[src/soc_bus_pkg.sv]
`default_nettype none

package soc_bus_pkg;

    typedef logic [31:0] addr_t;
    typedef logic [31:0] data_t;
    typedef logic [3:0]  strb_t;
    typedef logic [2:0]  prot_t;

    // AXI4-Lite response codes
    typedef enum logic [1:0] {
        resp_okay   = 2'b00,
        resp_slverr = 2'b10,
        resp_decerr = 2'b11
    } resp_t;

    // arbiter grant states
    typedef enum logic [1:0] {
        grant_idle = 2'b00,
        grant_inst = 2'b01,
        grant_mem  = 2'b10
    } grant_e;

endpackage

`default_nettype wire

[src/axi_lite_if.sv]
`default_nettype none

interface axi_lite_if;
    import soc_bus_pkg::*;

    logic  awvalid;
    logic  awready;
    addr_t awaddr;
    prot_t awprot;

    logic  wvalid;
    logic  wready;
    data_t wdata;
    strb_t wstrb;

    logic  bvalid;
    logic  bready;
    resp_t bresp;

    logic  arvalid;
    logic  arready;
    addr_t araddr;
    prot_t arprot;

    logic  rvalid;
    logic  rready;
    data_t rdata;
    resp_t rresp;

    modport master (
        output awvalid, awaddr, awprot, wvalid, wdata, wstrb, bready,
        output arvalid, araddr, arprot, rready,
        input  awready, wready, bvalid, bresp, arready, rvalid, rdata, rresp
    );

    modport slave (
        input  awvalid, awaddr, awprot, wvalid, wdata, wstrb, bready,
        input  arvalid, araddr, arprot, rready,
        output awready, wready, bvalid, bresp, arready, rvalid, rdata, rresp
    );

endinterface

`default_nettype wire

[src/clint_timer.sv]
`default_nettype none

module clint_timer (
    input wire          aclk,
    input wire          areset_n,
    axi_lite_if.slave   bus
);
    import soc_bus_pkg::*;

    logic [63:0] mtime;
    logic        rvalid_q;
    data_t       rdata_q;
    logic        rd_hs;

    assign rd_hs = bus.arvalid & !rvalid_q;

    assign bus.arready = !rvalid_q;
    assign bus.rvalid  = rvalid_q;
    assign bus.rdata   = rdata_q;
    assign bus.rresp   = resp_okay;
    // read only
    assign bus.awready = 1'b0;
    assign bus.wready  = 1'b0;
    assign bus.bvalid  = 1'b0;
    assign bus.bresp   = resp_okay;

    always_ff @(posedge aclk) begin
        if (areset_n) begin
            mtime    <= '0;
            rvalid_q <= 1'b0;
        end else begin
            mtime <= mtime + 64'd1;
            if (rd_hs) rvalid_q <= 1'b1;
            else if (bus.rready) rvalid_q <= 1'b0;
        end
    end

    // offset 4 selects the upper word
    always_ff @(posedge aclk) begin
        if (rd_hs) rdata_q <= bus.araddr[2] ? mtime[63:32] : mtime[31:0];
    end

endmodule

`default_nettype wire

[src/flat_wrapper.sv]
// flat-port wrapper written by rule: the top's interface ports become plain ports
module clint_timer_flat import soc_bus_pkg::*;
  (aclk, areset_n, bus_awvalid, bus_awaddr, bus_awprot, bus_wvalid, bus_wdata, bus_wstrb, bus_bready, bus_arvalid, bus_araddr, bus_arprot, bus_rready, bus_awready, bus_wready, bus_bvalid, bus_bresp, bus_arready, bus_rvalid, bus_rdata, bus_rresp);
  axi_lite_if bus_i ();
  input wire aclk;
  input wire areset_n;
  input wire logic [$bits(bus_i.awvalid)-1:0] bus_awvalid;
  input wire logic [$bits(bus_i.awaddr)-1:0] bus_awaddr;
  input wire logic [$bits(bus_i.awprot)-1:0] bus_awprot;
  input wire logic [$bits(bus_i.wvalid)-1:0] bus_wvalid;
  input wire logic [$bits(bus_i.wdata)-1:0] bus_wdata;
  input wire logic [$bits(bus_i.wstrb)-1:0] bus_wstrb;
  input wire logic [$bits(bus_i.bready)-1:0] bus_bready;
  input wire logic [$bits(bus_i.arvalid)-1:0] bus_arvalid;
  input wire logic [$bits(bus_i.araddr)-1:0] bus_araddr;
  input wire logic [$bits(bus_i.arprot)-1:0] bus_arprot;
  input wire logic [$bits(bus_i.rready)-1:0] bus_rready;
  output wire logic [$bits(bus_i.awready)-1:0] bus_awready;
  output wire logic [$bits(bus_i.wready)-1:0] bus_wready;
  output wire logic [$bits(bus_i.bvalid)-1:0] bus_bvalid;
  output wire logic [$bits(bus_i.bresp)-1:0] bus_bresp;
  output wire logic [$bits(bus_i.arready)-1:0] bus_arready;
  output wire logic [$bits(bus_i.rvalid)-1:0] bus_rvalid;
  output wire logic [$bits(bus_i.rdata)-1:0] bus_rdata;
  output wire logic [$bits(bus_i.rresp)-1:0] bus_rresp;
  assign bus_i.awvalid = bus_awvalid;
  assign bus_i.awaddr = bus_awaddr;
  assign bus_i.awprot = bus_awprot;
  assign bus_i.wvalid = bus_wvalid;
  assign bus_i.wdata = bus_wdata;
  assign bus_i.wstrb = bus_wstrb;
  assign bus_i.bready = bus_bready;
  assign bus_i.arvalid = bus_arvalid;
  assign bus_i.araddr = bus_araddr;
  assign bus_i.arprot = bus_arprot;
  assign bus_i.rready = bus_rready;
  assign bus_awready = bus_i.awready;
  assign bus_wready = bus_i.wready;
  assign bus_bvalid = bus_i.bvalid;
  assign bus_bresp = bus_i.bresp;
  assign bus_arready = bus_i.arready;
  assign bus_rvalid = bus_i.rvalid;
  assign bus_rdata = bus_i.rdata;
  assign bus_rresp = bus_i.rresp;
  clint_timer u_core (.aclk(aclk), .areset_n(areset_n), .bus(bus_i));
endmodule
[config.mk]
export PLATFORM = sky130hd
export DESIGN_NAME = clint_timer_flat
export DESIGN_NICKNAME = d
export VERILOG_FILES = /design/src/soc_bus_pkg.sv /design/src/axi_lite_if.sv /design/src/clint_timer.sv /design/src/flat_wrapper.sv
export SDC_FILE = /design/constraint.sdc
export NUM_CORES = 1
export LEC_CHECK = 0
export ABC_AREA = 1
export BUFFER_PORTS_ARGS = -buffer_cell sky130_fd_sc_hd__buf_2
export CAP_MARGIN = 10
export CELL_PAD_IN_SITES_DETAIL_PLACEMENT = 0
export CELL_PAD_IN_SITES_GLOBAL_PLACEMENT = 1
export CORE_MARGIN = 5
export CORE_UTILIZATION = 39
export DETAILED_ROUTE_END_ITERATION = 8
export PLACE_DENSITY = 0.95
export SYNTH_ARGS = -nofsm -noshare
export SYNTH_HDL_FRONTEND = slang
export SYNTH_SLANG_ARGS = --single-unit
[constraint.sdc]
create_clock -name aclk -period 2.9 [get_ports aclk]
set_input_delay 0.58 -clock aclk [delete_from_list [all_inputs] [get_ports aclk]]
set_output_delay 0.58 -clock aclk [all_outputs]
set_load 0.05 [all_outputs]
==> qor.txt <==
Post-CTS resize count: 0
Inserted Diodes: 0
Most Frequent Cell on Critical Path: nand2_1
Unrepaired setup endpoints after global routing: false
Slowest cell delay on critical path: 390 ps
Router iterations before antenna repair: 5
Slowest CP cell: dfxtp_1
Fmax: 534 MHz
Syn avg cell area: 6.79 µm²
Initial antenna violation count: 0
IO Port Bufs: 38
First-pass GRT wire length: 22,100 µm
Number of H-tree levels: 3
Clock Path Buffers: 2
# rows: 42
Post-layout min period: 1870 ps
Post-synth ARST share: 0
Die X-Extent: 126 µm
Max-Cap Viols: 0
PwrDens: 488 mW/mm²
Post-CTS Setup Bufs: 0
Layout Area Growth over Synthesis: 12.7%
CTS sink count: 97
Post-layout nets: 920
GPL Wtd Cong: 0.946
Cells after synthesis: 767
Die Area: 0.0158 mm²
Pin count of the biggest net entering global routing: 37
Worst setup EP type: register
Via Count: 4,756
Initial core utilization: 0.395
Crit share post-route: 0.646
Hold_ws: 467 ps
Vias in the first global route: 4,278
WP buf/inv: 1
Highest routed metal layer: met4
DRC errors left: 0
Grt ovf: 0
Filler cell count: 1,403
Iteration-0 DRC Markers: 349
Post-DR vias/cell: 4.82
Synthesis Warnings: 0
Fin Setup TNS: 0 ps
Seq/Total Area, Yosys: 0.435
Synth Cell Area: 0.00521 mm²
Final setup violation count: 0
Final instance area: 0.00587 mm²
Leak: 2.31 nW
Routed WL per cell: 14.0 µm
CTS tree: built
M1 wire length: 6360 µm
Hold_buf cts: 0
Worst Path Required: 3140 ps
Seq cells post-synth: 97
Die Y: 126 µm
Critical path, cell by cell: ha_1 -> nand2_2 -> nor2_4 -> nand3_2 -> inv_1 -> nand2_1 -> nor2_1 -> nand2_1 -> nand2_1 -> nor2_1
Crit path DAT: 2110 ps
Placed Area: 0.00557 mm²
Status: finished clean
Worst hold path class: reg2reg
Worst-case vdd ir drop: 0.280 mV
Clock slew at reported path FFs: 60 ps
Final Hold Viols: 0
GRT Total Usage: 0.177
HPWL Detailed: 10,600 µm
Latest clock arrival within the worst-skew pair: 350 ps
CP delay by family, top: simple AND/OR/NAND/NOR gates
Top_reg_cell synth: dfxtp_1
Clk_skew: 9.91 ps
Final WL: 13,800 µm
IO Pins: 154
WS Path Type: reg2reg
Critical Path Fanout Max: 6
Met3 wire length: 764 µm
CORE AREA: 0.0132 mm²
Area of the multi-input gates: 0.00248 mm²
CTS Buf Count: 9
CP Launch Type: register
Clk root buf: clkbuf_16
Most frequent cells in the layout: nand2_1 (222), nor2_1 (148), inv_1 (98)
Metal2 WL: 6220 µm
Number of flops mapped to enable cells by yosys: 32
Max-slew violations: 0
Commonest non-fill, non-tap cell in the layout: nand2_1
Tot Pwr: 2.87 mW
Count of cell types in the netlist: 29
DRT antenna net count: 0
Share of cells above drive strength 1: 0.123
Register area: 0.00226 mm²
sequential cells by signal, summed over array words and instances, names as in the netlist:
name,cells
u_core.bus.rdata,32
u_core.bus.rvalid,1
u_core.mtime,64
layout make-up:
class	count	area share
timing repair buffer	43	0.0388
clock inverter	5	0.00938
tap	176	0.0375
clock buffer	11	0.0414
sequential	97	0.386
multi-input combinational	554	0.423
inverter	101	0.0646
layer usage:
layer  vias to the layer above  GRT usage
li1                       2471          -
met1                      2117      0.239
met2                       136      0.281
met3                        32     0.0303
met4                         0     0.0753
met5                         -          0
path summary, 6_finish.rpt:
check,from,endpoint,slack (ps),cells past startpoint
setup / recovery,u_core.mtime[1]$_SDFF_PP0_,u_core.mtime[58]$_SDFF_PP0_,1030,10
hold / removal,u_core.mtime[0]$_SDFF_PP0_,u_core.mtime[0]$_SDFF_PP0_,470,1
setup reg to reg,u_core.mtime[1]$_SDFF_PP0_,u_core.mtime[58]$_SDFF_PP0_,1030,10
hold reg to reg,u_core.mtime[0]$_SDFF_PP0_,u_core.mtime[0]$_SDFF_PP0_,470,1
Yosys cell counts, drive strengths merged (2+ instances only):
cell type	n	area (µm²)
a21oi	36	180
buf	10	65.1
clkbuf	11	41.3
dfxtp	65	1300
edfxtp	32	961
inv	101	379
mux2	3	33.8
nand2	234	923
nand3	26	140
nand4	12	75.1
nor2	170	751
nor2b	2	12.5
nor3	8	40.0
o21ai	52	260
o21bai	2	18.8
stage by stage:
step	std cells	setup WS [ps]	utilization
3_5_place_dp	971	1040	0.422
6_report	987	1030	0.445
5_1_grt	987	799	0.445
4_1_cts	987	1030	0.445
2_1_floorplan	773	871	-
3_3_place_gp	971	1040	0.422
report_power, final:
| part | leakage [nW] | internal (mW) | switching, mW |
|---|---|---|---|
| clock network | 0.143 | 0.690 | 0.519 |
| registers | 0.842 | 1.43 | 0.00960 |
| logic | 1.32 | 0.0376 | 0.178 |
cells by family (layout without fill, tap and decap cells):
kind of cell | count (synthesis) | count (layout) | share of synthesized area
DFF | 97 | 97 | 0.435
muxes | 3 | 3 | 0.00649
AOI/OAI and AO/OA | 91 | 91 | 0.0896
and+or+nand+nor | 452 | 452 | 0.373
buffers and inverters | 122 | 160 | 0.0932
adders and majority gates | 1 | 1 | 0.00240
other | 1 | 7 | 0.000720
(Power assumes the default switching activity.)
