File: src/soc_bus_pkg.sv
`default_nettype none

package soc_bus_pkg;

    typedef logic [31:0] addr_t;
    typedef logic [31:0] data_t;
    typedef logic [3:0]  strb_t;
    typedef logic [2:0]  prot_t;

    // AXI4-Lite response codes
    typedef enum logic [1:0] {
        resp_okay   = 2'b00,
        resp_slverr = 2'b10,
        resp_decerr = 2'b11
    } resp_t;

    // arbiter grant states
    typedef enum logic [1:0] {
        grant_idle = 2'b00,
        grant_inst = 2'b01,
        grant_mem  = 2'b10
    } grant_e;

endpackage

`default_nettype wire

File: src/axi_lite_if.sv
`default_nettype none

interface axi_lite_if;
    import soc_bus_pkg::*;

    logic  awvalid;
    logic  awready;
    addr_t awaddr;
    prot_t awprot;

    logic  wvalid;
    logic  wready;
    data_t wdata;
    strb_t wstrb;

    logic  bvalid;
    logic  bready;
    resp_t bresp;

    logic  arvalid;
    logic  arready;
    addr_t araddr;
    prot_t arprot;

    logic  rvalid;
    logic  rready;
    data_t rdata;
    resp_t rresp;

    modport master (
        output awvalid, awaddr, awprot, wvalid, wdata, wstrb, bready,
        output arvalid, araddr, arprot, rready,
        input  awready, wready, bvalid, bresp, arready, rvalid, rdata, rresp
    );

    modport slave (
        input  awvalid, awaddr, awprot, wvalid, wdata, wstrb, bready,
        input  arvalid, araddr, arprot, rready,
        output awready, wready, bvalid, bresp, arready, rvalid, rdata, rresp
    );

endinterface

`default_nettype wire

File: src/uart_tx_reg.sv
`default_nettype none

module uart_tx_reg (
    input wire          aclk,
    input wire          areset_n,
    axi_lite_if.slave   bus,
    output logic        tx_valid,
    output logic [7:0]  tx_data
);
    import soc_bus_pkg::*;

    logic bvalid_q;
    logic wr_hs;

    assign wr_hs = bus.awvalid & bus.wvalid & !bvalid_q;

    assign bus.awready = !bvalid_q;
    assign bus.wready  = !bvalid_q;
    assign bus.bvalid  = bvalid_q;
    assign bus.bresp   = resp_okay;
    // no read side
    assign bus.arready = 1'b0;
    assign bus.rvalid  = 1'b0;
    assign bus.rdata   = '0;
    assign bus.rresp   = resp_okay;

    always_ff @(posedge aclk) begin
        if (areset_n) begin
            bvalid_q <= 1'b0;
            tx_valid <= 1'b0;
        end else begin
            // pulse lines up with the rise of bvalid
            tx_valid <= wr_hs;
            if (wr_hs) bvalid_q <= 1'b1;
            else if (bus.bready) bvalid_q <= 1'b0;
        end
    end

    always_ff @(posedge aclk) begin
        if (wr_hs) tx_data <= bus.wdata[7:0];
    end

endmodule

`default_nettype wire

File: src/flat_wrapper.sv
// flat-port wrapper written by rule: the top's interface ports become plain ports
module uart_tx_reg_flat import soc_bus_pkg::*;
  (aclk, areset_n, tx_valid, tx_data, bus_awvalid, bus_awaddr, bus_awprot, bus_wvalid, bus_wdata, bus_wstrb, bus_bready, bus_arvalid, bus_araddr, bus_arprot, bus_rready, bus_awready, bus_wready, bus_bvalid, bus_bresp, bus_arready, bus_rvalid, bus_rdata, bus_rresp);
  axi_lite_if bus_i ();
  input wire aclk;
  input wire areset_n;
  output logic tx_valid;
  output logic [7:0] tx_data;
  input wire logic [$bits(bus_i.awvalid)-1:0] bus_awvalid;
  input wire logic [$bits(bus_i.awaddr)-1:0] bus_awaddr;
  input wire logic [$bits(bus_i.awprot)-1:0] bus_awprot;
  input wire logic [$bits(bus_i.wvalid)-1:0] bus_wvalid;
  input wire logic [$bits(bus_i.wdata)-1:0] bus_wdata;
  input wire logic [$bits(bus_i.wstrb)-1:0] bus_wstrb;
  input wire logic [$bits(bus_i.bready)-1:0] bus_bready;
  input wire logic [$bits(bus_i.arvalid)-1:0] bus_arvalid;
  input wire logic [$bits(bus_i.araddr)-1:0] bus_araddr;
  input wire logic [$bits(bus_i.arprot)-1:0] bus_arprot;
  input wire logic [$bits(bus_i.rready)-1:0] bus_rready;
  output wire logic [$bits(bus_i.awready)-1:0] bus_awready;
  output wire logic [$bits(bus_i.wready)-1:0] bus_wready;
  output wire logic [$bits(bus_i.bvalid)-1:0] bus_bvalid;
  output wire logic [$bits(bus_i.bresp)-1:0] bus_bresp;
  output wire logic [$bits(bus_i.arready)-1:0] bus_arready;
  output wire logic [$bits(bus_i.rvalid)-1:0] bus_rvalid;
  output wire logic [$bits(bus_i.rdata)-1:0] bus_rdata;
  output wire logic [$bits(bus_i.rresp)-1:0] bus_rresp;
  assign bus_i.awvalid = bus_awvalid;
  assign bus_i.awaddr = bus_awaddr;
  assign bus_i.awprot = bus_awprot;
  assign bus_i.wvalid = bus_wvalid;
  assign bus_i.wdata = bus_wdata;
  assign bus_i.wstrb = bus_wstrb;
  assign bus_i.bready = bus_bready;
  assign bus_i.arvalid = bus_arvalid;
  assign bus_i.araddr = bus_araddr;
  assign bus_i.arprot = bus_arprot;
  assign bus_i.rready = bus_rready;
  assign bus_awready = bus_i.awready;
  assign bus_wready = bus_i.wready;
  assign bus_bvalid = bus_i.bvalid;
  assign bus_bresp = bus_i.bresp;
  assign bus_arready = bus_i.arready;
  assign bus_rvalid = bus_i.rvalid;
  assign bus_rdata = bus_i.rdata;
  assign bus_rresp = bus_i.rresp;
  uart_tx_reg u_core (.aclk(aclk), .areset_n(areset_n), .bus(bus_i), .tx_valid(tx_valid), .tx_data(tx_data));
endmodule
File: config.mk
export PLATFORM = sky130hd
export DESIGN_NAME = uart_tx_reg_flat
export DESIGN_NICKNAME = d
export VERILOG_FILES = /design/src/soc_bus_pkg.sv /design/src/axi_lite_if.sv /design/src/uart_tx_reg.sv /design/src/flat_wrapper.sv
export SDC_FILE = /design/constraint.sdc
export NUM_CORES = 1
export LEC_CHECK = 0
export CAP_MARGIN = 20
export CORE_AREA = 2 2 63 65
export DETAILED_ROUTE_END_ITERATION = 7
export DIE_AREA = 0 0 65 67
export DONT_BUFFER_PORTS = 1
export GPL_ROUTABILITY_DRIVEN = 0
export SLEW_MARGIN = 20
export SYNTH_ARGS = -nofsm -noshare
export SYNTH_HDL_FRONTEND = slang
export SYNTH_SLANG_ARGS = --single-unit
export TNS_END_PERCENT = 10
File: constraint.sdc
create_clock -name aclk -period 1.1 [get_ports aclk]
set_clock_uncertainty 0.1 [all_clocks]
set_input_delay 0.055 -clock aclk [delete_from_list [all_inputs] [get_ports aclk]]
set_output_delay 0.055 -clock aclk [all_outputs]
set_load 0.02 [all_outputs]
==> flow_summary.json <==
{
  "timing.fmax_mhz": 954,
  "stdcell_area_um2": 727,
  "die_h_um": 67,
  "grt_pass1_wl_mm": 1.49,
  "synth.area.top_cells": "buf_4 (47%), edfxtp_1 (39%), dfxtp_1 (6.4%)",
  "area_growth_pct": 16.7,
  "synth_top_area_share_pct": 47.0,
  "syn_area_um2": 623,
  "final_util_pct": 20.2,
  "hold_path.class": "input port to flip-flop",
  "clock_latency_ns": 0.23,
  "synth_top_cell_by_area": "buf_4",
  "hold_viol_final": 0,
  "n_antenna_cell": 0,
  "peakVddDrop_mv": 0.284,
  "dp_cells": 104,
  "wire_per_inst_um": 9.88,
  "die_w_um": 65,
  "antenna_found_initial": 0,
  "power.leakage_nw": 0.336,
  "htree_levels": 1,
  "synth_commonest_cells": "buf_4 (39), edfxtp_1 (8), dfxtp_1 (2), inv_1 (2)",
  "layout_setup_ws_ns": 0.0512,
  "synth-edff-count": 8,
  "path_max_fanout": 3,
  "p_comb_share_pct": 18.9,
  "swShare_pct": 29.4,
  "vias": 306,
  "ctsLongestPathBuffers": 2,
  "max_cap_viol_count": 0,
  "cp-start-kind": "flip-flop",
  "avgSynthCellArea_um2": 11.1,
  "io-pin-count": 163,
  "worstSetupPathType": "flip-flop to primary output",
  "clockPowerShare_pct": 36.0,
  "worstPathArrival_ns": 0.89,
  "fillCellCount": 397,
  "clkSlewWorstSetupHoldPaths_ns": 0.04,
  "cts_tree": "done",
  "start_util_pct": 17.3,
  "clock-sinks": 10,
  "ys.flop_type": "edfxtp_1",
  "port_buffers": 0,
  "postRouteAntennaNets": 0,
  "drive_above_1_share_pct": 13.9,
  "rows": 22,
  "grt_usage_pct": 5.33,
  "drc": 0,
  "cts_buffers": 3,
  "yosys_warnings": 0,
  "drv_slew": 0,
  "post_dp_cell_area_um2": 549,
  "ctsRootBufferMaster": "clkbuf_8",
  "power_switching_mw": 0.299,
  "post-place-ws_ns": 0.0706,
  "drt_wl_total_mm": 1.19,
  "first_iter_violations": 4,
  "synth_cells": 56,
  "fin_nets": 186,
  "routed_via_density": 2.55,
  "drt-pass1-iter-count": 2,
  "seq_area_frac_synth_pct": 45.0,
  "seqPwrFrac_pct": 45.1,
  "power_density_mw_per_mm2": 1400,
  "finalSetupTns_ns": 0,
  "coreArea_mm2": 0.00361,
  "required_ns": 0.94,
  "fin_cells": 120,
  "rsz0062_at_grt": "no",
  "cts_setup_buffers": 0,
  "yosys_register_bits": 10,
  "synth_most_common_cell": "buf_4",
  "synthArstFlopShare_pct": 0,
  "synth_cell_types": 9,
  "post-route-period-util_pct": 95.3,
  "period_needed_ns": 1.05,
  "grt_max_degree": 9,
  "outcome": "finished clean",
  "gr-total-overflow": 0,
  "finalSetupViolations": 0,
  "die_area_mm2": 0.00436,
  "critical_path.endpoint_type": "primary output",
  "grt_pass1_vias": 276,
  "internal_power_mw": 0.717
}
==> metal layers <==
metal,vias to the layer above,GRT usage [%],share of wire [%]
li1,130,-,-
met1,129,3.89,27
met2,45,7.09,38
met3,2,8.28,34
met4,0,1.86,0.34
met5,-,0,0
==> critical path, cell delays in order (launching register included) <==
cell and delay [ns]:
dfxtp_2 0.32, buf_6 0.13, clkinvlp_4 0.21
==> state kept, by name, indices dropped and copies added (netlist names) <==
name / count
u_core.tx_valid: 1
u_core.tx_data: 8
u_core.bus.bvalid: 1
==> power by group through the flow <==
stage | Sequential, mW | Clock [mW] | Combinational (mW)
3_5_place_dp | 0.465 | 0 | 0.147
4_1_cts | 0.459 | 0.380 | 0.187
3_3_place_gp | 0.466 | 0 | 0.146
6_report | 0.458 | 0.366 | 0.192
5_1_grt | 0.461 | 0.407 | 0.206
2_1_floorplan | 0.462 | 0 | 0.241
==> per-stage QoR <==
step	hold WS [ns]	total power [mW]
floorplan	0.0101	0.703
global placement	0.0114	0.612
detailed placement	0.0135	0.612
CTS	0.361	1.03
global route	0.289	1.07
finish	0.276	1.02
==> kinds of logic (layout without fill, tap and decap cells) <==
| family | count (synthesis) | after routing | share of synthesized area, % |
|---|---|---|---|
| compound gates | 1 | 1 | 1.41 |
| buf+inv | 41 | 20 | 48.2 |
| flops | 10 | 10 | 45.0 |
| other cells | 1 | 38 | 0.602 |
| simple gates | 3 | 3 | 4.82 |
==> worst paths after layout <==
path	from	to	slack [ns]	cells past startpoint
setup / recovery	u_core.bus.bvalid	bus_wready	0.05	2
hold / removal	bus_wvalid	u_core.tx_valid	0.28	4
setup reg to reg	u_core.bus.bvalid	u_core.tx_data[7]	0.07	2
hold reg to reg	u_core.bus.bvalid	u_core.bus.bvalid	0.52	3
==> what timing repair did <==
item / CTS / global route
endpoints found under the setup margin: 2 / 10
hold endpoints to repair: 10 / 0
hold buffers: 12 / 0
resized for setup: 1 / 3
==> cell usage in the layout, fill, tap and decap left out <==
master,netlist,routed
dlymetal6s4s_1,0,2
dfxtp_2,0,1
clkinvlp_4,0,2
nor2_1,1,1
nand2b_1,1,1
nand3b_4,1,1
dlygate4sd3_1,0,10
buf_4,39,1
buf_6,0,1
clkbuf_8,0,3
a21oi_2,1,1
edfxtp_1,8,8
conb_1,1,38
clkinv_1,0,1
dfxtp_1,2,1
==> cell type report <==
| type | count | area (um2) | share of cell area [%] |
|---|---|---|---|
| inverter | 2 | 15.0 | 2.07 |
| tap | 48 | 60.1 | 8.26 |
| multi-input combinational | 42 | 181 | 25.0 |
| sequential | 10 | 282 | 38.7 |
| timing repair buffer | 14 | 144 | 19.8 |
| clock inverter | 1 | 3.75 | 0.516 |
| clock buffer | 3 | 41.3 | 5.68 |
No activity file was read; power rests on OpenSTA's default activity.
