$ cat config.mk
export PLATFORM = sky130hd
export DESIGN_NAME = mmio_xbar_flat
export DESIGN_NICKNAME = d
export VERILOG_FILES = /design/src/soc_bus_pkg.sv /design/src/axi_lite_if.sv /design/src/mmio_xbar.sv /design/src/flat_wrapper.sv
export SDC_FILE = /design/constraint.sdc
export NUM_CORES = 1
export LEC_CHECK = 0
export BUFFER_PORTS_ARGS = -buffer_cell sky130_fd_sc_hd__buf_4
export CORE_AREA = 2 2 240 242
export CTS_CLUSTER_SIZE = 25
export DETAILED_ROUTE_END_ITERATION = 8
export DIE_AREA = 0 0 242 244
export GPL_ROUTABILITY_DRIVEN = 0
export HOLD_SLACK_MARGIN = 0.05
export SLEW_MARGIN = 10
export SYNTH_ARGS = -nofsm -noshare
export SYNTH_HDL_FRONTEND = slang
export SYNTH_SLANG_ARGS = --single-unit
export TNS_END_PERCENT = 30
$ cat constraint.sdc
create_clock -name aclk -period 5.2 [get_ports aclk]
set_input_delay 0.26 -clock aclk [delete_from_list [all_inputs] [get_ports aclk]]
set_output_delay 0.26 -clock aclk [all_outputs]
set_load 0.01 [all_outputs]
$ cat src/soc_bus_pkg.sv
`default_nettype none

package soc_bus_pkg;

    typedef logic [31:0] addr_t;
    typedef logic [31:0] data_t;
    typedef logic [3:0]  strb_t;
    typedef logic [2:0]  prot_t;

    // AXI4-Lite response codes
    typedef enum logic [1:0] {
        resp_okay   = 2'b00,
        resp_slverr = 2'b10,
        resp_decerr = 2'b11
    } resp_t;

    // arbiter grant states
    typedef enum logic [1:0] {
        grant_idle = 2'b00,
        grant_inst = 2'b01,
        grant_mem  = 2'b10
    } grant_e;

endpackage

`default_nettype wire

$ cat src/axi_lite_if.sv
`default_nettype none

interface axi_lite_if;
    import soc_bus_pkg::*;

    logic  awvalid;
    logic  awready;
    addr_t awaddr;
    prot_t awprot;

    logic  wvalid;
    logic  wready;
    data_t wdata;
    strb_t wstrb;

    logic  bvalid;
    logic  bready;
    resp_t bresp;

    logic  arvalid;
    logic  arready;
    addr_t araddr;
    prot_t arprot;

    logic  rvalid;
    logic  rready;
    data_t rdata;
    resp_t rresp;

    modport master (
        output awvalid, awaddr, awprot, wvalid, wdata, wstrb, bready,
        output arvalid, araddr, arprot, rready,
        input  awready, wready, bvalid, bresp, arready, rvalid, rdata, rresp
    );

    modport slave (
        input  awvalid, awaddr, awprot, wvalid, wdata, wstrb, bready,
        input  arvalid, araddr, arprot, rready,
        output awready, wready, bvalid, bresp, arready, rvalid, rdata, rresp
    );

endinterface

`default_nettype wire

$ cat src/mmio_xbar.sv
`default_nettype none

module mmio_xbar #(
    parameter soc_bus_pkg::addr_t pmem_base  = 32'h8000_0000,
    parameter soc_bus_pkg::addr_t pmem_size  = 32'h1000,
    parameter soc_bus_pkg::addr_t uart_base  = 32'ha000_03f8,
    parameter soc_bus_pkg::addr_t uart_size  = 32'h8,
    parameter soc_bus_pkg::addr_t clint_base = 32'ha000_0048,
    parameter soc_bus_pkg::addr_t clint_size = 32'h8
) (
    input wire          aclk,
    input wire          areset_n,
    axi_lite_if.slave   up,
    axi_lite_if.master  pmem,
    axi_lite_if.master  uart,
    axi_lite_if.master  clint
);
    import soc_bus_pkg::*;

    typedef enum logic [1:0] {route_pmem, route_uart, route_clint, route_err} route_e;

    function automatic logic in_window(addr_t a, addr_t base, addr_t size);
        return (a >= base) && ((a - base) < size);
    endfunction

    logic   is_write;
    addr_t  addr;
    route_e dec_route;
    route_e route_q;
    logic   active;
    logic   addr_hs;
    logic   resp_hs;
    logic   sel_pmem;
    logic   sel_uart;
    logic   sel_clint;
    logic   err_bvalid;
    logic   err_rvalid;

    // write address wins over a read presented at the same time
    assign is_write = up.awvalid;
    assign addr     = is_write ? up.awaddr : up.araddr;

    always_comb begin
        if (in_window(addr, pmem_base, pmem_size)) begin
            dec_route = route_pmem;
        end else if (in_window(addr, uart_base, uart_size) && is_write) begin
            dec_route = route_uart;
        end else if (in_window(addr, clint_base, clint_size) && !is_write) begin
            dec_route = route_clint;
        end else begin
            dec_route = route_err;
        end
    end

    assign addr_hs = (up.awvalid & up.awready) | (up.arvalid & up.arready);
    assign resp_hs = (up.bvalid & up.bready) | (up.rvalid & up.rready);

    // route held from address handshake to response handshake
    always_ff @(posedge aclk) begin
        if (areset_n) begin
            active  <= 1'b0;
            route_q <= route_err;
        end else if (addr_hs) begin
            active  <= 1'b1;
            route_q <= dec_route;
        end else if (resp_hs) begin
            active  <= 1'b0;
        end
    end

    // decode error responder
    always_ff @(posedge aclk) begin
        if (areset_n) begin
            err_bvalid <= 1'b0;
            err_rvalid <= 1'b0;
        end else if (addr_hs && dec_route == route_err) begin
            err_bvalid <= is_write;
            err_rvalid <= !is_write;
        end else begin
            if (up.bready) err_bvalid <= 1'b0;
            if (up.rready) err_rvalid <= 1'b0;
        end
    end

    assign sel_pmem  = !active && dec_route == route_pmem;
    assign sel_uart  = !active && dec_route == route_uart;
    assign sel_clint = !active && dec_route == route_clint;

    assign pmem.awvalid  = up.awvalid & sel_pmem;
    assign pmem.awaddr   = up.awaddr;
    assign pmem.awprot   = up.awprot;
    assign pmem.wvalid   = up.wvalid & sel_pmem;
    assign pmem.wdata    = up.wdata;
    assign pmem.wstrb    = up.wstrb;
    assign pmem.bready   = up.bready & (route_q == route_pmem);
    assign pmem.arvalid  = up.arvalid & !is_write & sel_pmem;
    assign pmem.araddr   = up.araddr;
    assign pmem.arprot   = up.arprot;
    assign pmem.rready   = up.rready & (route_q == route_pmem);

    assign uart.awvalid  = up.awvalid & sel_uart;
    assign uart.awaddr   = up.awaddr;
    assign uart.awprot   = up.awprot;
    assign uart.wvalid   = up.wvalid & sel_uart;
    assign uart.wdata    = up.wdata;
    assign uart.wstrb    = up.wstrb;
    assign uart.bready   = up.bready & (route_q == route_uart);
    assign uart.arvalid  = 1'b0;
    assign uart.araddr   = up.araddr;
    assign uart.arprot   = up.arprot;
    assign uart.rready   = 1'b0;

    // clint only ever sees reads
    assign clint.awvalid = 1'b0;
    assign clint.awaddr  = up.awaddr;
    assign clint.awprot  = up.awprot;
    assign clint.wvalid  = 1'b0;
    assign clint.wdata   = up.wdata;
    assign clint.wstrb   = up.wstrb;
    assign clint.bready  = 1'b0;
    assign clint.arvalid = up.arvalid & !is_write & sel_clint;
    assign clint.araddr  = up.araddr;
    assign clint.arprot  = up.arprot;
    assign clint.rready  = up.rready & (route_q == route_clint);

    always_comb begin
        up.awready = 1'b0;
        up.wready  = 1'b0;
        up.arready = 1'b0;
        if (!active) begin
            case (dec_route)
                route_pmem: begin
                    up.awready = is_write & pmem.awready;
                    up.wready  = is_write & pmem.wready;
                    up.arready = !is_write & pmem.arready;
                end
                route_uart: begin
                    up.awready = uart.awready;
                    up.wready  = uart.wready;
                end
                route_clint: up.arready = clint.arready;
                default: begin
                    up.awready = is_write;
                    up.wready  = is_write;
                    up.arready = !is_write;
                end
            endcase
        end
    end

    always_comb begin
        up.bvalid = err_bvalid;
        up.bresp  = resp_decerr;
        up.rvalid = err_rvalid;
        up.rdata  = '0;
        up.rresp  = resp_decerr;
        case (route_q)
            route_pmem: begin
                up.bvalid = pmem.bvalid;
                up.bresp  = pmem.bresp;
                up.rvalid = pmem.rvalid;
                up.rdata  = pmem.rdata;
                up.rresp  = pmem.rresp;
            end
            route_uart: begin
                up.bvalid = uart.bvalid;
                up.bresp  = uart.bresp;
            end
            route_clint: begin
                up.rvalid = clint.rvalid;
                up.rdata  = clint.rdata;
                up.rresp  = clint.rresp;
            end
            default: ;
        endcase
    end

endmodule

`default_nettype wire

$ cat src/flat_wrapper.sv
// flat-port wrapper written by rule: the top's interface ports become plain ports
module mmio_xbar_flat import soc_bus_pkg::*;
#(
    parameter soc_bus_pkg::addr_t pmem_base  = 32'h8000_0000,
    parameter soc_bus_pkg::addr_t pmem_size  = 32'h1000,
    parameter soc_bus_pkg::addr_t uart_base  = 32'ha000_03f8,
    parameter soc_bus_pkg::addr_t uart_size  = 32'h8,
    parameter soc_bus_pkg::addr_t clint_base = 32'ha000_0048,
    parameter soc_bus_pkg::addr_t clint_size = 32'h8
)
  (aclk, areset_n, up_awvalid, up_awaddr, up_awprot, up_wvalid, up_wdata, up_wstrb, up_bready, up_arvalid, up_araddr, up_arprot, up_rready, up_awready, up_wready, up_bvalid, up_bresp, up_arready, up_rvalid, up_rdata, up_rresp, pmem_awvalid, pmem_awaddr, pmem_awprot, pmem_wvalid, pmem_wdata, pmem_wstrb, pmem_bready, pmem_arvalid, pmem_araddr, pmem_arprot, pmem_rready, pmem_awready, pmem_wready, pmem_bvalid, pmem_bresp, pmem_arready, pmem_rvalid, pmem_rdata, pmem_rresp, uart_awvalid, uart_awaddr, uart_awprot, uart_wvalid, uart_wdata, uart_wstrb, uart_bready, uart_arvalid, uart_araddr, uart_arprot, uart_rready, uart_awready, uart_wready, uart_bvalid, uart_bresp, uart_arready, uart_rvalid, uart_rdata, uart_rresp, clint_awvalid, clint_awaddr, clint_awprot, clint_wvalid, clint_wdata, clint_wstrb, clint_bready, clint_arvalid, clint_araddr, clint_arprot, clint_rready, clint_awready, clint_wready, clint_bvalid, clint_bresp, clint_arready, clint_rvalid, clint_rdata, clint_rresp);
  axi_lite_if up_i ();
  axi_lite_if pmem_i ();
  axi_lite_if uart_i ();
  axi_lite_if clint_i ();
  input wire aclk;
  input wire areset_n;
  input wire logic [$bits(up_i.awvalid)-1:0] up_awvalid;
  input wire logic [$bits(up_i.awaddr)-1:0] up_awaddr;
  input wire logic [$bits(up_i.awprot)-1:0] up_awprot;
  input wire logic [$bits(up_i.wvalid)-1:0] up_wvalid;
  input wire logic [$bits(up_i.wdata)-1:0] up_wdata;
  input wire logic [$bits(up_i.wstrb)-1:0] up_wstrb;
  input wire logic [$bits(up_i.bready)-1:0] up_bready;
  input wire logic [$bits(up_i.arvalid)-1:0] up_arvalid;
  input wire logic [$bits(up_i.araddr)-1:0] up_araddr;
  input wire logic [$bits(up_i.arprot)-1:0] up_arprot;
  input wire logic [$bits(up_i.rready)-1:0] up_rready;
  output wire logic [$bits(up_i.awready)-1:0] up_awready;
  output wire logic [$bits(up_i.wready)-1:0] up_wready;
  output wire logic [$bits(up_i.bvalid)-1:0] up_bvalid;
  output wire logic [$bits(up_i.bresp)-1:0] up_bresp;
  output wire logic [$bits(up_i.arready)-1:0] up_arready;
  output wire logic [$bits(up_i.rvalid)-1:0] up_rvalid;
  output wire logic [$bits(up_i.rdata)-1:0] up_rdata;
  output wire logic [$bits(up_i.rresp)-1:0] up_rresp;
  output wire logic [$bits(pmem_i.awvalid)-1:0] pmem_awvalid;
  output wire logic [$bits(pmem_i.awaddr)-1:0] pmem_awaddr;
  output wire logic [$bits(pmem_i.awprot)-1:0] pmem_awprot;
  output wire logic [$bits(pmem_i.wvalid)-1:0] pmem_wvalid;
  output wire logic [$bits(pmem_i.wdata)-1:0] pmem_wdata;
  output wire logic [$bits(pmem_i.wstrb)-1:0] pmem_wstrb;
  output wire logic [$bits(pmem_i.bready)-1:0] pmem_bready;
  output wire logic [$bits(pmem_i.arvalid)-1:0] pmem_arvalid;
  output wire logic [$bits(pmem_i.araddr)-1:0] pmem_araddr;
  output wire logic [$bits(pmem_i.arprot)-1:0] pmem_arprot;
  output wire logic [$bits(pmem_i.rready)-1:0] pmem_rready;
  input wire logic [$bits(pmem_i.awready)-1:0] pmem_awready;
  input wire logic [$bits(pmem_i.wready)-1:0] pmem_wready;
  input wire logic [$bits(pmem_i.bvalid)-1:0] pmem_bvalid;
  input wire logic [$bits(pmem_i.bresp)-1:0] pmem_bresp;
  input wire logic [$bits(pmem_i.arready)-1:0] pmem_arready;
  input wire logic [$bits(pmem_i.rvalid)-1:0] pmem_rvalid;
  input wire logic [$bits(pmem_i.rdata)-1:0] pmem_rdata;
  input wire logic [$bits(pmem_i.rresp)-1:0] pmem_rresp;
  output wire logic [$bits(uart_i.awvalid)-1:0] uart_awvalid;
  output wire logic [$bits(uart_i.awaddr)-1:0] uart_awaddr;
  output wire logic [$bits(uart_i.awprot)-1:0] uart_awprot;
  output wire logic [$bits(uart_i.wvalid)-1:0] uart_wvalid;
  output wire logic [$bits(uart_i.wdata)-1:0] uart_wdata;
  output wire logic [$bits(uart_i.wstrb)-1:0] uart_wstrb;
  output wire logic [$bits(uart_i.bready)-1:0] uart_bready;
  output wire logic [$bits(uart_i.arvalid)-1:0] uart_arvalid;
  output wire logic [$bits(uart_i.araddr)-1:0] uart_araddr;
  output wire logic [$bits(uart_i.arprot)-1:0] uart_arprot;
  output wire logic [$bits(uart_i.rready)-1:0] uart_rready;
  input wire logic [$bits(uart_i.awready)-1:0] uart_awready;
  input wire logic [$bits(uart_i.wready)-1:0] uart_wready;
  input wire logic [$bits(uart_i.bvalid)-1:0] uart_bvalid;
  input wire logic [$bits(uart_i.bresp)-1:0] uart_bresp;
  input wire logic [$bits(uart_i.arready)-1:0] uart_arready;
  input wire logic [$bits(uart_i.rvalid)-1:0] uart_rvalid;
  input wire logic [$bits(uart_i.rdata)-1:0] uart_rdata;
  input wire logic [$bits(uart_i.rresp)-1:0] uart_rresp;
  output wire logic [$bits(clint_i.awvalid)-1:0] clint_awvalid;
  output wire logic [$bits(clint_i.awaddr)-1:0] clint_awaddr;
  output wire logic [$bits(clint_i.awprot)-1:0] clint_awprot;
  output wire logic [$bits(clint_i.wvalid)-1:0] clint_wvalid;
  output wire logic [$bits(clint_i.wdata)-1:0] clint_wdata;
  output wire logic [$bits(clint_i.wstrb)-1:0] clint_wstrb;
  output wire logic [$bits(clint_i.bready)-1:0] clint_bready;
  output wire logic [$bits(clint_i.arvalid)-1:0] clint_arvalid;
  output wire logic [$bits(clint_i.araddr)-1:0] clint_araddr;
  output wire logic [$bits(clint_i.arprot)-1:0] clint_arprot;
  output wire logic [$bits(clint_i.rready)-1:0] clint_rready;
  input wire logic [$bits(clint_i.awready)-1:0] clint_awready;
  input wire logic [$bits(clint_i.wready)-1:0] clint_wready;
  input wire logic [$bits(clint_i.bvalid)-1:0] clint_bvalid;
  input wire logic [$bits(clint_i.bresp)-1:0] clint_bresp;
  input wire logic [$bits(clint_i.arready)-1:0] clint_arready;
  input wire logic [$bits(clint_i.rvalid)-1:0] clint_rvalid;
  input wire logic [$bits(clint_i.rdata)-1:0] clint_rdata;
  input wire logic [$bits(clint_i.rresp)-1:0] clint_rresp;
  assign up_i.awvalid = up_awvalid;
  assign up_i.awaddr = up_awaddr;
  assign up_i.awprot = up_awprot;
  assign up_i.wvalid = up_wvalid;
  assign up_i.wdata = up_wdata;
  assign up_i.wstrb = up_wstrb;
  assign up_i.bready = up_bready;
  assign up_i.arvalid = up_arvalid;
  assign up_i.araddr = up_araddr;
  assign up_i.arprot = up_arprot;
  assign up_i.rready = up_rready;
  assign up_awready = up_i.awready;
  assign up_wready = up_i.wready;
  assign up_bvalid = up_i.bvalid;
  assign up_bresp = up_i.bresp;
  assign up_arready = up_i.arready;
  assign up_rvalid = up_i.rvalid;
  assign up_rdata = up_i.rdata;
  assign up_rresp = up_i.rresp;
  assign pmem_awvalid = pmem_i.awvalid;
  assign pmem_awaddr = pmem_i.awaddr;
  assign pmem_awprot = pmem_i.awprot;
  assign pmem_wvalid = pmem_i.wvalid;
  assign pmem_wdata = pmem_i.wdata;
  assign pmem_wstrb = pmem_i.wstrb;
  assign pmem_bready = pmem_i.bready;
  assign pmem_arvalid = pmem_i.arvalid;
  assign pmem_araddr = pmem_i.araddr;
  assign pmem_arprot = pmem_i.arprot;
  assign pmem_rready = pmem_i.rready;
  assign pmem_i.awready = pmem_awready;
  assign pmem_i.wready = pmem_wready;
  assign pmem_i.bvalid = pmem_bvalid;
  assign pmem_i.bresp = pmem_bresp;
  assign pmem_i.arready = pmem_arready;
  assign pmem_i.rvalid = pmem_rvalid;
  assign pmem_i.rdata = pmem_rdata;
  assign pmem_i.rresp = pmem_rresp;
  assign uart_awvalid = uart_i.awvalid;
  assign uart_awaddr = uart_i.awaddr;
  assign uart_awprot = uart_i.awprot;
  assign uart_wvalid = uart_i.wvalid;
  assign uart_wdata = uart_i.wdata;
  assign uart_wstrb = uart_i.wstrb;
  assign uart_bready = uart_i.bready;
  assign uart_arvalid = uart_i.arvalid;
  assign uart_araddr = uart_i.araddr;
  assign uart_arprot = uart_i.arprot;
  assign uart_rready = uart_i.rready;
  assign uart_i.awready = uart_awready;
  assign uart_i.wready = uart_wready;
  assign uart_i.bvalid = uart_bvalid;
  assign uart_i.bresp = uart_bresp;
  assign uart_i.arready = uart_arready;
  assign uart_i.rvalid = uart_rvalid;
  assign uart_i.rdata = uart_rdata;
  assign uart_i.rresp = uart_rresp;
  assign clint_awvalid = clint_i.awvalid;
  assign clint_awaddr = clint_i.awaddr;
  assign clint_awprot = clint_i.awprot;
  assign clint_wvalid = clint_i.wvalid;
  assign clint_wdata = clint_i.wdata;
  assign clint_wstrb = clint_i.wstrb;
  assign clint_bready = clint_i.bready;
  assign clint_arvalid = clint_i.arvalid;
  assign clint_araddr = clint_i.araddr;
  assign clint_arprot = clint_i.arprot;
  assign clint_rready = clint_i.rready;
  assign clint_i.awready = clint_awready;
  assign clint_i.wready = clint_wready;
  assign clint_i.bvalid = clint_bvalid;
  assign clint_i.bresp = clint_bresp;
  assign clint_i.arready = clint_arready;
  assign clint_i.rvalid = clint_rvalid;
  assign clint_i.rdata = clint_rdata;
  assign clint_i.rresp = clint_rresp;
  mmio_xbar #(.pmem_base(pmem_base), .pmem_size(pmem_size), .uart_base(uart_base), .uart_size(uart_size), .clint_base(clint_base), .clint_size(clint_size)) u_core (.aclk(aclk), .areset_n(areset_n), .up(up_i), .pmem(pmem_i), .uart(uart_i), .clint(clint_i));
endmodule
==> impl_metrics.yaml <==
power:
  power.internal_mw: 0.417
  pwr-share-clk_pct: 17.3
  p_leak_nw: 3.19
  powerDensity_nw_per_um2: 107
  swShare_pct: 43.2
  ir_drop_mv: 0.0755
  pwr-share-comb_pct: 75.9
  power_mw: 0.733
  switching_power_mw: 0.316
  seqPwrFrac_pct: 6.9
floorplan:
  core_area_um2: 56200
  die_x_um: 242
  rows: 87
  start_util_pct: 9.48
  die_h_um: 244
  die_area_um2: 59000
  io-pin-count: 610
logic_synthesis:
  yosysTopAreaCell: "buf_4"
  synthCells: 729
  yosysUniqueCellTypes: 73
  synth.top_cell.area_share_pct: 45.9
  synth_area_leaders: "buf_4, mux2i_1, nor2_1, mux2_2, dfxtp_1"
  synthFlopType: "dfxtp_1"
  yosysWarnings: 0
  seq_area_frac_synth_pct: 1.88
  avgSynthCellArea_um2: 7.31
  synth_area_um2: 5330
  ys_async_sr_fraction_pct: 0
  ys_seq_elements: 5
  synth-edff-count: 0
timing:
  whs_ps: 252
  finalSetupViolCount: 0
  skew_ps: 0.264
  fin_crit_sh_pct: 86.2
  layout_min_cycle_time_ps: 4480
  slew_headroom_pct: 39.0
  setup_tns_ps: 0
  hold_viol: 0
  fmax_mhz: 223
  timing.final.ws_setup_ps: 717
  rsz0062_at_grt: "false"
  worst_slew_pin_slew_ps: 906
  slew_violations: 0
critical_path:
  worstRegToRegCells: 6
  startpoint: "up_awvalid"
  critical_path_arrival_ps: 4220
  r2r_start: "u_core.active$_SDFFE_PP0P_"
  end_kind: "primary output"
  required_ps: 4940
  start_kind: "input pin"
  crit_type: "input pin to primary output"
  crit_fanout: 20
global_route:
  gr-total-overflow: 0
  antenna_found_initial: 1
  grt_use_total_pct: 7.64
  grt_max_degree: 47
  grt_pass1_wl_um: 33100
  grt_pass1_vias: 4555
layout:
  final_core_util_pct: 12.2
  area_delta_synth_final_pct: 28.9
  nNetsFinal: 1035
  final_common_cell: "buf_4"
  drive_gt1_share_pct: 54.7
  final_cell_area_um2: 6870
  stdcell_count: 1553
  most-common-layout-cells: "buf_4, mux2i_1, nor2_1"
route:
  drt_iter0_markers: 337
  drt-pass1-iter-count: 5
  ant_nets: 0
  drt_drc_violations_left: 0
  routed_wl_um: 24900
  wl_per_cell_um: 16.0
  vias_per_cell: 3.20
  routed-via-count: 4976
clock_tree:
  worstSkewPairLatency_ps: 230
  cts_resized: 0
  numCtsBuffers: 3
  cts_tree: "done"
  holdBufCountCts: 0
  cts_setup_buffers: 0
  cts_root_buf: "clkbuf_16"
  cts.clk_slew.worst_paths_ps: 30
  cts_sinks: 5
  htreeDepth: 1
  clk_path_buf_depth: 2
job:
  drv_cap: 0
placement:
  place_hpwl_um: 21900
  placed_cell_area_um2: 6780
  pre_cts_slack_ps: 617
  dp.cells: 1547
  io_buffers: 395
hold_path:
  hold_path_depth: 2
  hold_path.class: "input pin to flop"
  holdCritStartpoint: "areset_n"
status:
  status: "finished, final reports clean"
[final cells by class]
cell class / count / area, um^2
inverters: 9 / 33.8
flip-flops and latches: 5 / 101
fillers: 6573 / 49300
repair buffers: 405 / 3040
well taps: 756 / 946
multi-input cells: 372 / 2660
diodes: 2 / 5.00
clock buffers: 4 / 78.8
[final timing paths]
kind | end | slack, ps
setup / recovery | up_arready | 720
hold / removal | u_core.err_rvalid$_SDFFE_PP0P_ | 250
setup reg to reg | u_core.route_q[0]$_SDFFE_PP1P_ | 3400
hold reg to reg | u_core.err_rvalid$_SDFFE_PP0P_ | 480
[sequential cells by signal, summed over array words and instances, names as in the netlist]
register / cells
u_core.route_q: 2
u_core.active: 1
u_core.err_bvalid: 1
u_core.err_rvalid: 1
[Yosys cell counts, types with 4 or more instances]
master	count
nand2_1	24
nor3_1	13
clkbuf_1	11
a22oi_1	6
nand4_1	12
nor2b_1	10
inv_1	9
mux2_2	9
a31oi_1	6
mux2i_1	61
o32ai_1	4
nand4b_1	4
buf_2	5
or3b_1	6
o21ai_0	7
dfxtp_1	5
nor2_1	54
a211o_1	6
a21oi_1	8
nor4_1	9
xnor2_1	9
or3_1	9
o211ai_1	7
nand3_1	10
nand2b_1	6
and2_1	7
buf_4	326
nor3b_1	6
and3_1	4
[cells by family (layout without fill, tap and decap cells)]
logic type / count (synthesis) / after routing / synth area share (%)
buffers and inverters: 356 / 418 / 48.4
AND/OR/NAND/NOR: 199 / 199 / 21.5
AO/OA/AOI/OAI: 82 / 82 / 11.9
multiplexers: 71 / 71 / 13.6
XOR/XNOR: 12 / 12 / 1.97
flip-flops: 5 / 5 / 1.88
adder cells (fa/ha/maj): 3 / 3 / 0.705
other: 1 / 7 / 0.0704
[critical path: stages]
cell and delay, ps:
buf_4 240, mux2i_1 330, ha_1 250, nor2b_1 150
o32ai_1 100, buf_4 160, or4b_1 630, or4_4 480
a2111oi_4 520, nor4b_2 460, and3_1 250, nand2_1 60
a21oi_1 150, buf_4 150
[power groups by stage]
stage / clock (mW) / combinational [mW] / sequential [mW]
final: 0.127 / 0.556 / 0.0504
after global placement: 0 / 0.560 / 0.0507
after CTS: 0.128 / 0.564 / 0.0501
after global routing: 0.130 / 0.598 / 0.0515
after floorplan: 0 / 0.434 / 0.0441
after detailed placement: 0 / 0.561 / 0.0507
[per-layer routing]
metal  GRT usage [%]  share of wire [%]  vias up
met5               0                  0        -
met2            12.5                 46      309
li1                -                  -     2347
met3            1.61                7.4       58
met4            2.52                3.3        0
met1            9.97                 43     2262
(Power assumes the default switching activity.)
